$ cat config.mk
export PLATFORM = sky130hd
export DESIGN_NAME = mems_top
export DESIGN_NICKNAME = d
export VERILOG_FILES = /design/src/mems_pkg.sv /design/src/mems_dac_decode.sv /design/src/mems_spi_tx.sv /design/src/mems_marker_hs.sv /design/src/mems_scan_seq.sv /design/src/mems_top.sv
export SDC_FILE = /design/constraint.sdc
export NUM_CORES = 1
export LEC_CHECK = 0
export ABC_CLOCK_PERIOD_IN_PS = 5200
export BUFFER_PORTS_ARGS = -buffer_cell sky130_fd_sc_hd__buf_4
export CAP_MARGIN = 25
export CORE_MARGIN = 10
export CORE_UTILIZATION = 45
export DETAILED_ROUTE_END_ITERATION = 7
export SYNTH_ARGS = -nofsm -noshare
export SYNTH_HDL_FRONTEND = slang
export SYNTH_SLANG_ARGS = --single-unit
$ cat constraint.sdc
create_clock -name clk -period 5.2 [get_ports clk]
set_input_delay 1.04 -clock clk [delete_from_list [all_inputs] [get_ports clk]]
set_output_delay 1.04 -clock clk [all_outputs]
set_load 0.005 [all_outputs]
$ cat src/mems_pkg.sv
package mems_pkg;

  // command nibble, top 4 bits of every DAC word
  typedef enum logic [3:0] {
    CMD_WRITE_CHAN       = 4'h1,  // write input register n only
    CMD_WRITE_UPDATE_ALL = 4'h2,  // write input register n, update all outputs
    CMD_SW_RESET         = 4'h6,
    CMD_REF_SETUP        = 4'h7
  } dac_cmd_t;

  typedef enum logic [3:0] {
    CHAN_A   = 4'b0001,  // mirror x axis
    CHAN_B   = 4'b0010,  // mirror y axis
    CHAN_ALL = 4'b1111
  } dac_chan_t;

  // shifted out msb first
  typedef struct packed {
    dac_cmd_t    cmd;
    dac_chan_t   chan;
    logic [15:0] data;
  } dac_frame_t;

  typedef enum logic [1:0] {
    STEP_RESET,
    STEP_VREF,
    STEP_X,
    STEP_Y
  } step_kind_t;

  typedef struct packed {
    step_kind_t  kind;
    logic [15:0] col;
    logic [15:0] row;
    logic [15:0] frame_idx;
  } scan_step_t;

  typedef struct packed {
    logic [15:0] line_idx;   // row within the frame
    logic [15:0] frame_idx;
  } line_info_t;

  typedef struct packed {
    logic [15:0] frame_idx;  // frame just finished
  } frame_info_t;

  localparam logic [15:0] VREF_DATA = 16'h0001;  // internal ref off, REFIN pin used

  localparam logic [15:0] DEF_POINTS_PER_LINE = 16'd64;
  localparam logic [15:0] DEF_LINES_PER_FRAME = 16'd64;
  localparam logic [15:0] DEF_X_STEP          = 16'd1024;
  localparam logic [15:0] DEF_Y_STEP          = 16'd1024;
  localparam logic [15:0] DEF_SCLK_DIV        = 16'd4;

endpackage

$ cat src/mems_dac_decode.sv
`timescale 1ns/1ps

module mems_dac_decode #(
  parameter logic [15:0] POINTS_PER_LINE = mems_pkg::DEF_POINTS_PER_LINE,
  parameter logic [15:0] LINES_PER_FRAME = mems_pkg::DEF_LINES_PER_FRAME,
  parameter logic [15:0] X_STEP          = mems_pkg::DEF_X_STEP,
  parameter logic [15:0] Y_STEP          = mems_pkg::DEF_Y_STEP
) (
  input  mems_pkg::scan_step_t step,
  output mems_pkg::dac_frame_t frame,
  output logic                 line_end,
  output logic                 frame_end
);
  import mems_pkg::*;

  logic [31:0] x_prod;
  logic [31:0] y_prod;
  logic        is_y;
  logic        last_col;
  logic        last_row;

  // full products, only the low half reaches the dac
  assign x_prod = 32'(step.col) * 32'(X_STEP);
  assign y_prod = 32'(step.row) * 32'(Y_STEP);

  assign is_y     = (step.kind == STEP_Y);
  assign last_col = (step.col == POINTS_PER_LINE - 16'd1);
  assign last_row = (step.row == LINES_PER_FRAME - 16'd1);

  // only the y word completes a point
  assign line_end  = is_y && last_col;
  assign frame_end = is_y && last_col && last_row;

  always_comb begin
    unique case (step.kind)
      STEP_RESET: begin
        frame = '{cmd: CMD_SW_RESET, chan: CHAN_ALL, data: 16'h0000};
      end
      STEP_VREF: begin
        frame = '{cmd: CMD_REF_SETUP, chan: CHAN_ALL, data: VREF_DATA};
      end
      STEP_X: begin
        // load A, output holds until the y word
        frame = '{cmd: CMD_WRITE_CHAN, chan: CHAN_A, data: x_prod[15:0]};
      end
      STEP_Y: begin
        // load B and move both axes together
        frame = '{cmd: CMD_WRITE_UPDATE_ALL, chan: CHAN_B, data: y_prod[15:0]};
      end
    endcase
  end

endmodule

$ cat src/mems_spi_tx.sv
`timescale 1ns/1ps

module mems_spi_tx #(
  parameter logic [15:0] SCLK_DIV = mems_pkg::DEF_SCLK_DIV
) (
  input  logic                 clk,
  input  logic                 mems_soft_reset,
  input  logic                 start,
  input  mems_pkg::dac_frame_t frame,
  output logic                 busy,
  output logic                 sclk,
  output logic                 mosi,
  output logic                 sync_n
);
  import mems_pkg::*;

  localparam int FRAME_W = $bits(dac_frame_t);

  // half periods are numbered from 0, the last one is the low phase after bit 24 falls
  localparam logic [5:0] LAST_HALF = 6'(2 * FRAME_W - 1);

  logic [15:0]        div_cnt;   // clocks within a half period
  logic [5:0]         half_cnt;
  logic [FRAME_W-1:0] shreg;
  logic               half_done;
  logic               rise;      // next sclk edge is a rising one

  assign half_done = (div_cnt == SCLK_DIV - 16'd1);
  assign rise      = half_done && half_cnt[0] && (half_cnt != LAST_HALF);

  always_ff @(posedge clk) begin
    if (mems_soft_reset) begin
      busy     <= 1'b0;
      sync_n   <= 1'b1;
      sclk     <= 1'b0;
      mosi     <= 1'b0;
      div_cnt  <= '0;
      half_cnt <= '0;
    end else if (!busy) begin
      div_cnt  <= '0;
      half_cnt <= '0;
      if (start) begin
        busy   <= 1'b1;
        sync_n <= 1'b0;
        sclk   <= 1'b1;                // first rising edge with sync_n fall
        mosi   <= frame[FRAME_W-1];
      end
    end else if (half_done) begin
      div_cnt  <= '0;
      half_cnt <= half_cnt + 6'd1;
      if (!half_cnt[0]) begin
        sclk <= 1'b0;                  // dac samples here
      end else if (half_cnt == LAST_HALF) begin
        busy   <= 1'b0;
        sync_n <= 1'b1;
      end else begin
        sclk <= 1'b1;
        mosi <= shreg[FRAME_W-1];
      end
    end else begin
      div_cnt <= div_cnt + 16'd1;
    end
  end

  // holds the bits still to go, msb aligned
  always_ff @(posedge clk) begin
    if (!busy && start) begin
      shreg <= {frame[FRAME_W-2:0], 1'b0};
    end else if (busy && rise) begin
      shreg <= {shreg[FRAME_W-2:0], 1'b0};
    end
  end

endmodule

$ cat src/mems_marker_hs.sv
`timescale 1ns/1ps

module mems_marker_hs #(
  parameter type payload_t = logic [15:0]
) (
  input  logic     clk,
  input  logic     mems_soft_reset,
  input  logic     push,
  input  payload_t payload_in,
  output logic     ready,
  output logic     req,
  input  logic     ack,
  output payload_t payload
);

  typedef enum logic [1:0] {
    HS_IDLE,
    HS_REQ,      // req high until ack is seen
    HS_RELEASE   // req low until ack drops
  } hs_state_t;

  hs_state_t state_q;

  assign ready = (state_q == HS_IDLE);
  assign req   = (state_q == HS_REQ);

  always_ff @(posedge clk) begin
    if (mems_soft_reset) begin
      state_q <= HS_IDLE;
    end else begin
      unique case (state_q)
        HS_IDLE: begin
          if (push) begin
            state_q <= HS_REQ;
          end
        end
        HS_REQ: begin
          if (ack) begin
            state_q <= HS_RELEASE;
          end
        end
        HS_RELEASE: begin
          if (!ack) begin
            state_q <= HS_IDLE;   // slot free again
          end
        end
        default: state_q <= HS_IDLE;
      endcase
    end
  end

  // captured once per marker and held through the whole handshake
  always_ff @(posedge clk) begin
    if (push) begin
      payload <= payload_in;
    end
  end

endmodule

$ cat src/mems_scan_seq.sv
`timescale 1ns/1ps

module mems_scan_seq #(
  parameter logic [15:0] POINTS_PER_LINE = mems_pkg::DEF_POINTS_PER_LINE,
  parameter logic [15:0] LINES_PER_FRAME = mems_pkg::DEF_LINES_PER_FRAME
) (
  input  logic                  clk,
  input  logic                  mems_soft_reset,
  input  logic                  pause,
  input  logic                  busy,
  input  logic                  line_ready,
  input  logic                  frame_ready,
  input  logic                  line_end,
  input  logic                  frame_end,
  output mems_pkg::scan_step_t  step,
  output logic                  start,
  output logic                  line_push,
  output logic                  frame_push,
  output mems_pkg::line_info_t  line_info,
  output mems_pkg::frame_info_t frame_info
);
  import mems_pkg::*;

  step_kind_t  state_q;  // kind of the next word to send
  logic [15:0] col_q;
  logic [15:0] row_q;
  logic [15:0] frame_q;

  logic last_col;
  logic last_row;
  logic markers_ok;
  logic launch;

  assign step = '{kind: state_q, col: col_q, row: row_q, frame_idx: frame_q};

  assign last_col = (col_q == POINTS_PER_LINE - 16'd1);
  assign last_row = (row_q == LINES_PER_FRAME - 16'd1);

  // a word that ends a line or frame needs a free marker slot first
  assign markers_ok = (!line_end || line_ready) && (!frame_end || frame_ready);

  // spi idle and our own start already gone
  assign launch = !busy && !start && !pause && markers_ok;

  always_ff @(posedge clk) begin
    if (mems_soft_reset) begin
      start <= 1'b0;
    end else begin
      start <= launch;  // single cycle, launch needs start low
    end
  end

  // step moves on while start is high, decode stays valid for the spi latch
  always_ff @(posedge clk) begin
    if (mems_soft_reset) begin
      state_q <= STEP_RESET;
      col_q   <= '0;
      row_q   <= '0;
      frame_q <= '0;
    end else if (start) begin
      unique case (state_q)
        STEP_RESET: state_q <= STEP_VREF;
        STEP_VREF:  state_q <= STEP_X;  // setup done, never revisited
        STEP_X:     state_q <= STEP_Y;
        STEP_Y: begin
          state_q <= STEP_X;
          if (!last_col) begin
            col_q <= col_q + 16'd1;
          end else begin
            col_q <= '0;
            if (!last_row) begin
              row_q <= row_q + 16'd1;
            end else begin
              row_q   <= '0;  // raster wraps
              frame_q <= frame_q + 16'd1;
            end
          end
        end
      endcase
    end
  end

  // push one cycle after the completing y start
  always_ff @(posedge clk) begin
    if (mems_soft_reset) begin
      line_push  <= 1'b0;
      frame_push <= 1'b0;
    end else begin
      line_push  <= start && line_end;
      frame_push <= start && frame_end;
    end
  end

  always_ff @(posedge clk) begin
    if (start && line_end) begin
      line_info <= '{line_idx: row_q, frame_idx: frame_q};
    end
    if (start && frame_end) begin
      frame_info <= '{frame_idx: frame_q};
    end
  end

endmodule

$ cat src/mems_top.sv
`timescale 1ns/1ps

module mems_top #(
  parameter logic [15:0] POINTS_PER_LINE = mems_pkg::DEF_POINTS_PER_LINE,
  parameter logic [15:0] LINES_PER_FRAME = mems_pkg::DEF_LINES_PER_FRAME,
  parameter logic [15:0] X_STEP          = mems_pkg::DEF_X_STEP,
  parameter logic [15:0] Y_STEP          = mems_pkg::DEF_Y_STEP,
  parameter logic [15:0] SCLK_DIV        = mems_pkg::DEF_SCLK_DIV
) (
  input  logic                  clk,
  input  logic                  mems_soft_reset,
  input  logic                  pause,
  output logic                  sclk,
  output logic                  mosi,
  output logic                  sync_n,
  output logic                  line_req,
  input  logic                  line_ack,
  output mems_pkg::line_info_t  line_info,
  output logic                  frame_req,
  input  logic                  frame_ack,
  output mems_pkg::frame_info_t frame_info
);
  import mems_pkg::*;

  scan_step_t  step;
  dac_frame_t  dac_frame;
  line_info_t  seq_line_info;
  frame_info_t seq_frame_info;

  logic start;
  logic busy;
  logic line_end;
  logic frame_end;
  logic line_ready;
  logic frame_ready;
  logic line_push;
  logic frame_push;

  mems_scan_seq #(
    .POINTS_PER_LINE(POINTS_PER_LINE),
    .LINES_PER_FRAME(LINES_PER_FRAME)
  ) seq_i (
    .clk(clk), .mems_soft_reset(mems_soft_reset), .pause(pause), .busy(busy),
    .line_ready(line_ready), .frame_ready(frame_ready),
    .line_end(line_end), .frame_end(frame_end),
    .step(step), .start(start), .line_push(line_push), .frame_push(frame_push),
    .line_info(seq_line_info), .frame_info(seq_frame_info)
  );

  mems_dac_decode #(
    .POINTS_PER_LINE(POINTS_PER_LINE), .LINES_PER_FRAME(LINES_PER_FRAME),
    .X_STEP(X_STEP), .Y_STEP(Y_STEP)
  ) decode_i (
    .step(step), .frame(dac_frame), .line_end(line_end), .frame_end(frame_end)
  );

  mems_spi_tx #(.SCLK_DIV(SCLK_DIV)) spi_i (
    .clk(clk), .mems_soft_reset(mems_soft_reset), .start(start), .frame(dac_frame),
    .busy(busy), .sclk(sclk), .mosi(mosi), .sync_n(sync_n)
  );

  mems_marker_hs #(.payload_t(line_info_t)) line_hs_i (
    .clk(clk), .mems_soft_reset(mems_soft_reset), .push(line_push),
    .payload_in(seq_line_info), .ready(line_ready),
    .req(line_req), .ack(line_ack), .payload(line_info)
  );

  mems_marker_hs #(.payload_t(frame_info_t)) frame_hs_i (
    .clk(clk), .mems_soft_reset(mems_soft_reset), .push(frame_push),
    .payload_in(seq_frame_info), .ready(frame_ready),
    .req(frame_req), .ack(frame_ack), .payload(frame_info)
  );

endmodule

After elaboration in Yosys (flattened, before gate mapping)
Index checks and enable logic that the tools add are counted.

$add $sub $neg: 5. Equal/unequal tests: 23. Muxes and demuxes: 34. Bitwise operators: 1. Reductions and logical operators: 35.

Operators with widths (number): 24-bit one-hot mux with 4 select lines (1); 16-bit by 1-bit adder with 16-bit output, second input constant (4); 24-bit 2-to-1 mux (2); 16-bit by 6-bit equality test with 1-bit output, second input constant (2); 16-bit 2-to-1 mux (2); 1-bit 2-to-1 mux (20); 2-bit one-hot mux with 3 select lines (3); 16-bit by 2-bit equality test with 1-bit output, second input constant (1); 2-bit inequality test, second input constant (8); 1-bit logical AND (12); 2-bit 2-to-1 mux (6); 3-bit AND reduction (4); 4-bit AND reduction (3); 2-bit equality test, second input constant (4); 6-bit by 1-bit adder with 6-bit output, second input constant (1); 2-bit by 1-bit equality test with 1-bit output, second input constant (3); 6-bit equality test, second input constant (1); 2-bit logical NOT (3); 6-bit inequality test, second input constant (1); 1-bit logical NOT (5); 2-bit by 1-bit inequality test with 1-bit output, second input constant (2); 2-bit nonzero test (2); 2-bit OR reduction (2); 3-bit inequality test, second input constant (1); other kinds (4) (5).

Bits in registers: 202. Input bits: 5. Output and inout bits: 53. Word-level logic and storage cells: 120.

Logic depth before layout (Yosys ltp)
Depth after elaboration: 7. Depth in mapped cells: 9. Depth with buffers taken out: 7.

Hierarchy
A second synthesis with hierarchy kept.

Cell total of the unflattened synthesis: 661. Area total of the unflattened synthesis: 8201.6 µm².

Modules (own cells, without submodules): mems_scan_seq (instances 1, cells each 359, area each 4066.4 µm², sequential area each 2502.4 µm²); mems_spi_tx (instances 1, cells each 186, area each 2157.1 µm², sequential area each 1211.2 µm²); mems_marker_hs at line_hs_i (instances 1, cells each 41, area each 1053.5 µm², sequential area each 1001.0 µm²); mems_marker_hs at frame_hs_i (instances 1, cells each 25, area each 573.0 µm², sequential area each 520.5 µm²); mems_dac_decode (instances 1, cells each 50, area each 351.6 µm², sequential area each 0.0 µm²).

Worst setup path before layout
OpenSTA, ideal clock, no wires.

Path kind: register -> register. Start: register seq_i.state_q[0]. End: register seq_i.line_info[0] (netlist name) (enable). Library setup time: 0.389 ns. Arrival time: 1.845 ns. Data required time: 4.811 ns. Slack: 2.966 ns. Stages on the path, launching flop included: 7. Buffers on the path: 1. Clock period less this slack: 2.234 ns. Cell sequence: dfxtp_1 -> ha_1 -> buf_2 -> nand2_1 -> nor2_2 -> nand2_1 -> inv_1.

Word-level cells in the longest chain between the ends: 3.

RTL lines: start: declaration (RTL line mems_scan_seq.sv:24) `step_kind_t state_q;`; start signal: assignment (RTL line mems_scan_seq.sv:56) `state_q <= STEP_RESET;`; start signal: assignment (RTL line mems_scan_seq.sv:62) `STEP_RESET: state_q <= STEP_VREF;`; start signal: assignment (RTL line mems_scan_seq.sv:63) `STEP_VREF: state_q <= STEP_X;`; 2-bit equality test (RTL line mems_dac_decode.sv:26) `assign is_y = (step.kind == STEP_Y);`; 1-bit logical AND (RTL line mems_dac_decode.sv:31) `assign line_end = is_y && last_col;`; 1-bit logical AND (RTL line mems_scan_seq.sv:95) `if (start && line_end) begin`; end signal: assignment (RTL line mems_scan_seq.sv:96) `line_info <= '{line_idx: row_q, frame_idx: frame_q};`; end: declaration (RTL line mems_scan_seq.sv:19) `output mems_pkg::line_info_t line_info,`.

No other way between the ends. A chain may end at the register's enable or synchronous reset.

Worst setup path in the final report
Start: register seq_i.state_q[0]. End: register seq_i.frame_info[8] (netlist name) (enable).

Word-level cells in the longest chain between the ends: 4.

RTL lines: 2-bit equality test (RTL line mems_dac_decode.sv:26); 1-bit logical AND (2 in series) (RTL line mems_dac_decode.sv:32) `assign frame_end = is_y && last_col && last_row;`; 1-bit logical AND (RTL line mems_scan_seq.sv:98) `if (start && frame_end) begin`; end signal: assignment (RTL line mems_scan_seq.sv:99) `frame_info <= '{frame_idx: frame_q};`; end: declaration (RTL line mems_scan_seq.sv:20) `output mems_pkg::frame_info_t frame_info`.

No other way between the ends.

==> key figures <==
Outcome
  – Status: completed

Clock network
  – Clock Latency Late Sink: 0.49 ns
  – Htree depth: 1
  – CTS tree: done
  – Number of gates resized after cts: 0
  – Root Driver: clkbuf_16
  – TritonCTS Buffers: 21
  – Clock Pin Slew Worst Setup and Hold Paths: 0.06 ns
  – CTS sink cnt: 202
  – Clock Path Buffers: 3
  – Post-CTS setup buffer count: 0
  – Hold bufs inserted after CTS: 0

Timing
  – Clock skew: 0.00785 ns
  – Setup tns final: 0 ns
  – Final setup vio count: 0
  – Slew headroom: 0.372
  – Period utilisation layout: 0.640
  – Slew Limit Fails: 0
  – RSZ-0062 raised after global routing: no
  – Max Freq: 0.300 GHz
  – Post-route minimum period: 3.33 ns
  – Final Hold Viols: 0
  – Worst slew pin tran: 0.939 ns

Critical path
  – Worst Path Required: 5.32 ns
  – CP Data Arrival Time: 3.45 ns
  – CP max-delay cell: inv_1
  – Cell chain of the critical path: ha_1, nand2_1, nor2_2, nand4_2, inv_1
  – WP buf/inv: 1
  – Element type at the critical path start: register
  – Critical path class: reg2reg
  – Crit. path cell count: 5
  – CP top delay family: simple AND/OR/NAND/NOR gates
  – Max stage delay on crit path: 0.73 ns
  – Worst Reg-to-Reg Cells: 5
  – Crit-path max FO: 30
  – Crit end category: register

Power
  – Power Total: 3.10 mW
  – Leak: 2.94 nW
  – VDD IR max: 0.262 mV
  – P per Cell Area: 349 mW/mm^2

Drt
  – Drt total wl: 13,200 um
  – Post-route ant nets: 0
  – # DRC: 0
  – DR pass1 iterations: 5
  – Via count: 4,642
  – Initial DRC count: 292
  – Vias per cell: 5.08
  – Avg WL per Cell: 14.4 um

Layout
  – Area grow syn2layout: 16.2%
  – Largest registers: line_hs_i.payload x32, seq_i.line_info x32, spi_i.shreg x23
  – Fillers: 1,458
  – Layout cells sized above 1: 0.140
  – Final nets: 694
  – Number of diodes: 0

Placement
  – Port Buffers: 57
  – HPWL after DPL: 8810 um
  – Placer's final routability congestion estimate: 0.821

Synth
  – Top-area cell type share of the netlist area: 0.467
  – Mapped Nets: 636
  – Post-synthesis cell type count: 41
  – Post-synthesis sequential area ratio: 0.684
  – EDFF count, synth: 119
  – Synth Flop Type: edfxtp_1
  – Post-synth ARST share: 0
  – Cell area after synthesis: 0.00765 sq mm
  – Synth Instances: 622
  – YS warnings: 0
  – Top cells by area, synth: edfxtp_1 (47%), dfxtp_1 (22%), nor2_1 (4.0%)
  – Yosys reg bits: 202
  – Top cell type by total area after synthesis: edfxtp_1
  – Post-Syn Area per Cell: 12.3 sq um

Floorplan
  – Ports: 58
  – Initial Utilization: 0.460
  – Core Area: 0.0166 sq mm
  – Row cnt: 47
  – Die Ht: 150 um
  – Die ar.: 0.0226 sq mm
  – Die width: 150 um

Run
  – Max_cap viols: 0

GRT
  – Busiest grt layer: met2
  – Grt ovf: 0
  – Met2 GRT Util: 0.185
  – Initial antenna violation count: 0
  – First-pass GRT wire length: 22,600 um
  – Vias in the first global route: 4,528
  – Largest net degree at the start of global routing: 35
  – Met1 usage: 0.160
  – GRT Util Overall: 0.119
  – M3 GR Usage: 0.0285

Worst hold path
  – Hold path depth: 0
  – Worst min path class: reg2reg
[report_power, final]
part | switching (mW) | total, mW | internal [mW] | leakage, nW
sequential | 0.00606 | 1.70 | 1.69 | 1.71
combinational | 0.0323 | 0.0481 | 0.0157 | 0.913
clock | 0.567 | 1.35 | 0.784 | 0.315
total | 0.605 | 3.10 | 2.49 | 2.94
[cells in the mapped netlist (all sizes together) (3+ instances only)]
master	count
o31ai	11
nand2	45
ha	9
xor2	27
and2	14
a22oi	6
nor2b	4
a21oi	22
nor2	83
nand4	18
edfxtp	119
dfxtp	83
nor3b	3
clkbuf	19
o21ai	15
a211oi	3
or3	10
nand3	32
and4	4
inv	11
nand2b	5
buf	5
nor3	11
and3	9
xnor2	21
or4	10
nor4	10
[area by class of cell]
cell class	count	area [sq um]	share of cell area
flip-flops and latches	202	5240	0.589
multi-input cells	385	2270	0.256
clock buffers	29	586	0.0659
repair buffers	59	443	0.0498
well taps	220	275	0.0310
inverters	11	41.3	0.00464
clock inverters	8	38.8	0.00436
[per-stage QoR]
step | util | std cells | worst slack (ns) | hold WS (ns) | area [sq um]
after floorplan | - | 622 | 2.97 | 0.400 | 7650
after global placement | 0.497 | 877 | 2.00 | 0.403 | 8270
after detailed placement | 0.497 | 877 | 1.81 | 0.405 | 8270
after CTS | 0.534 | 914 | 1.79 | 0.415 | 8890
after global routing | 0.534 | 914 | 1.49 | 0.420 | 8890
final | 0.534 | 914 | 1.87 | 0.413 | 8890
[worst paths after layout]
check	slack [ns]	startpoint	endpoint
worst max-delay path	1.87	seq_i.state_q[0]	seq_i.frame_info[8]
worst min-delay path	0.41	seq_i.line_info[31]	line_hs_i.payload[31]
worst max register to register	1.87	seq_i.state_q[0]	seq_i.frame_info[8]
worst min register to register	0.41	seq_i.line_info[31]	line_hs_i.payload[31]
[layout by cell type, fill, tap and decap left out, types with 10 or more instances in the layout]
master	Yosys	final
a21oi_1	22	22
nor3_1	11	11
inv_1	11	11
nand4_1	17	17
or4_1	10	10
xnor2_1	21	21
nand2_1	45	45
nor2_1	82	82
o21ai_0	15	15
edfxtp_1	119	119
buf_4	1	59
dfxtp_1	83	83
and2_1	14	14
xor2_1	27	27
o31ai_1	11	11
clkbuf_16	0	21
or3_1	10	10
nand3_1	32	32
[logic make-up (layout without fill, tap and decap cells)]
family | count (synthesis) | count (layout) | synth area share
DFF | 202 | 202 | 0.684
AOI/OAI and AO/OA | 62 | 62 | 0.0492
buffers and inverters | 35 | 107 | 0.0191
and+or+nand+nor | 264 | 264 | 0.175
muxes | 2 | 2 | 0.00262
adders and majority gates | 9 | 9 | 0.0147
xor gates and xnor gates | 48 | 48 | 0.0549
[layer usage]
metal	vias to the layer above	wire length [um]
li1	2359	-
met1	2165	6080
met2	90	5880
met3	28	908
met4	0	325
met5	-	0
(Power assumes the default switching activity.)
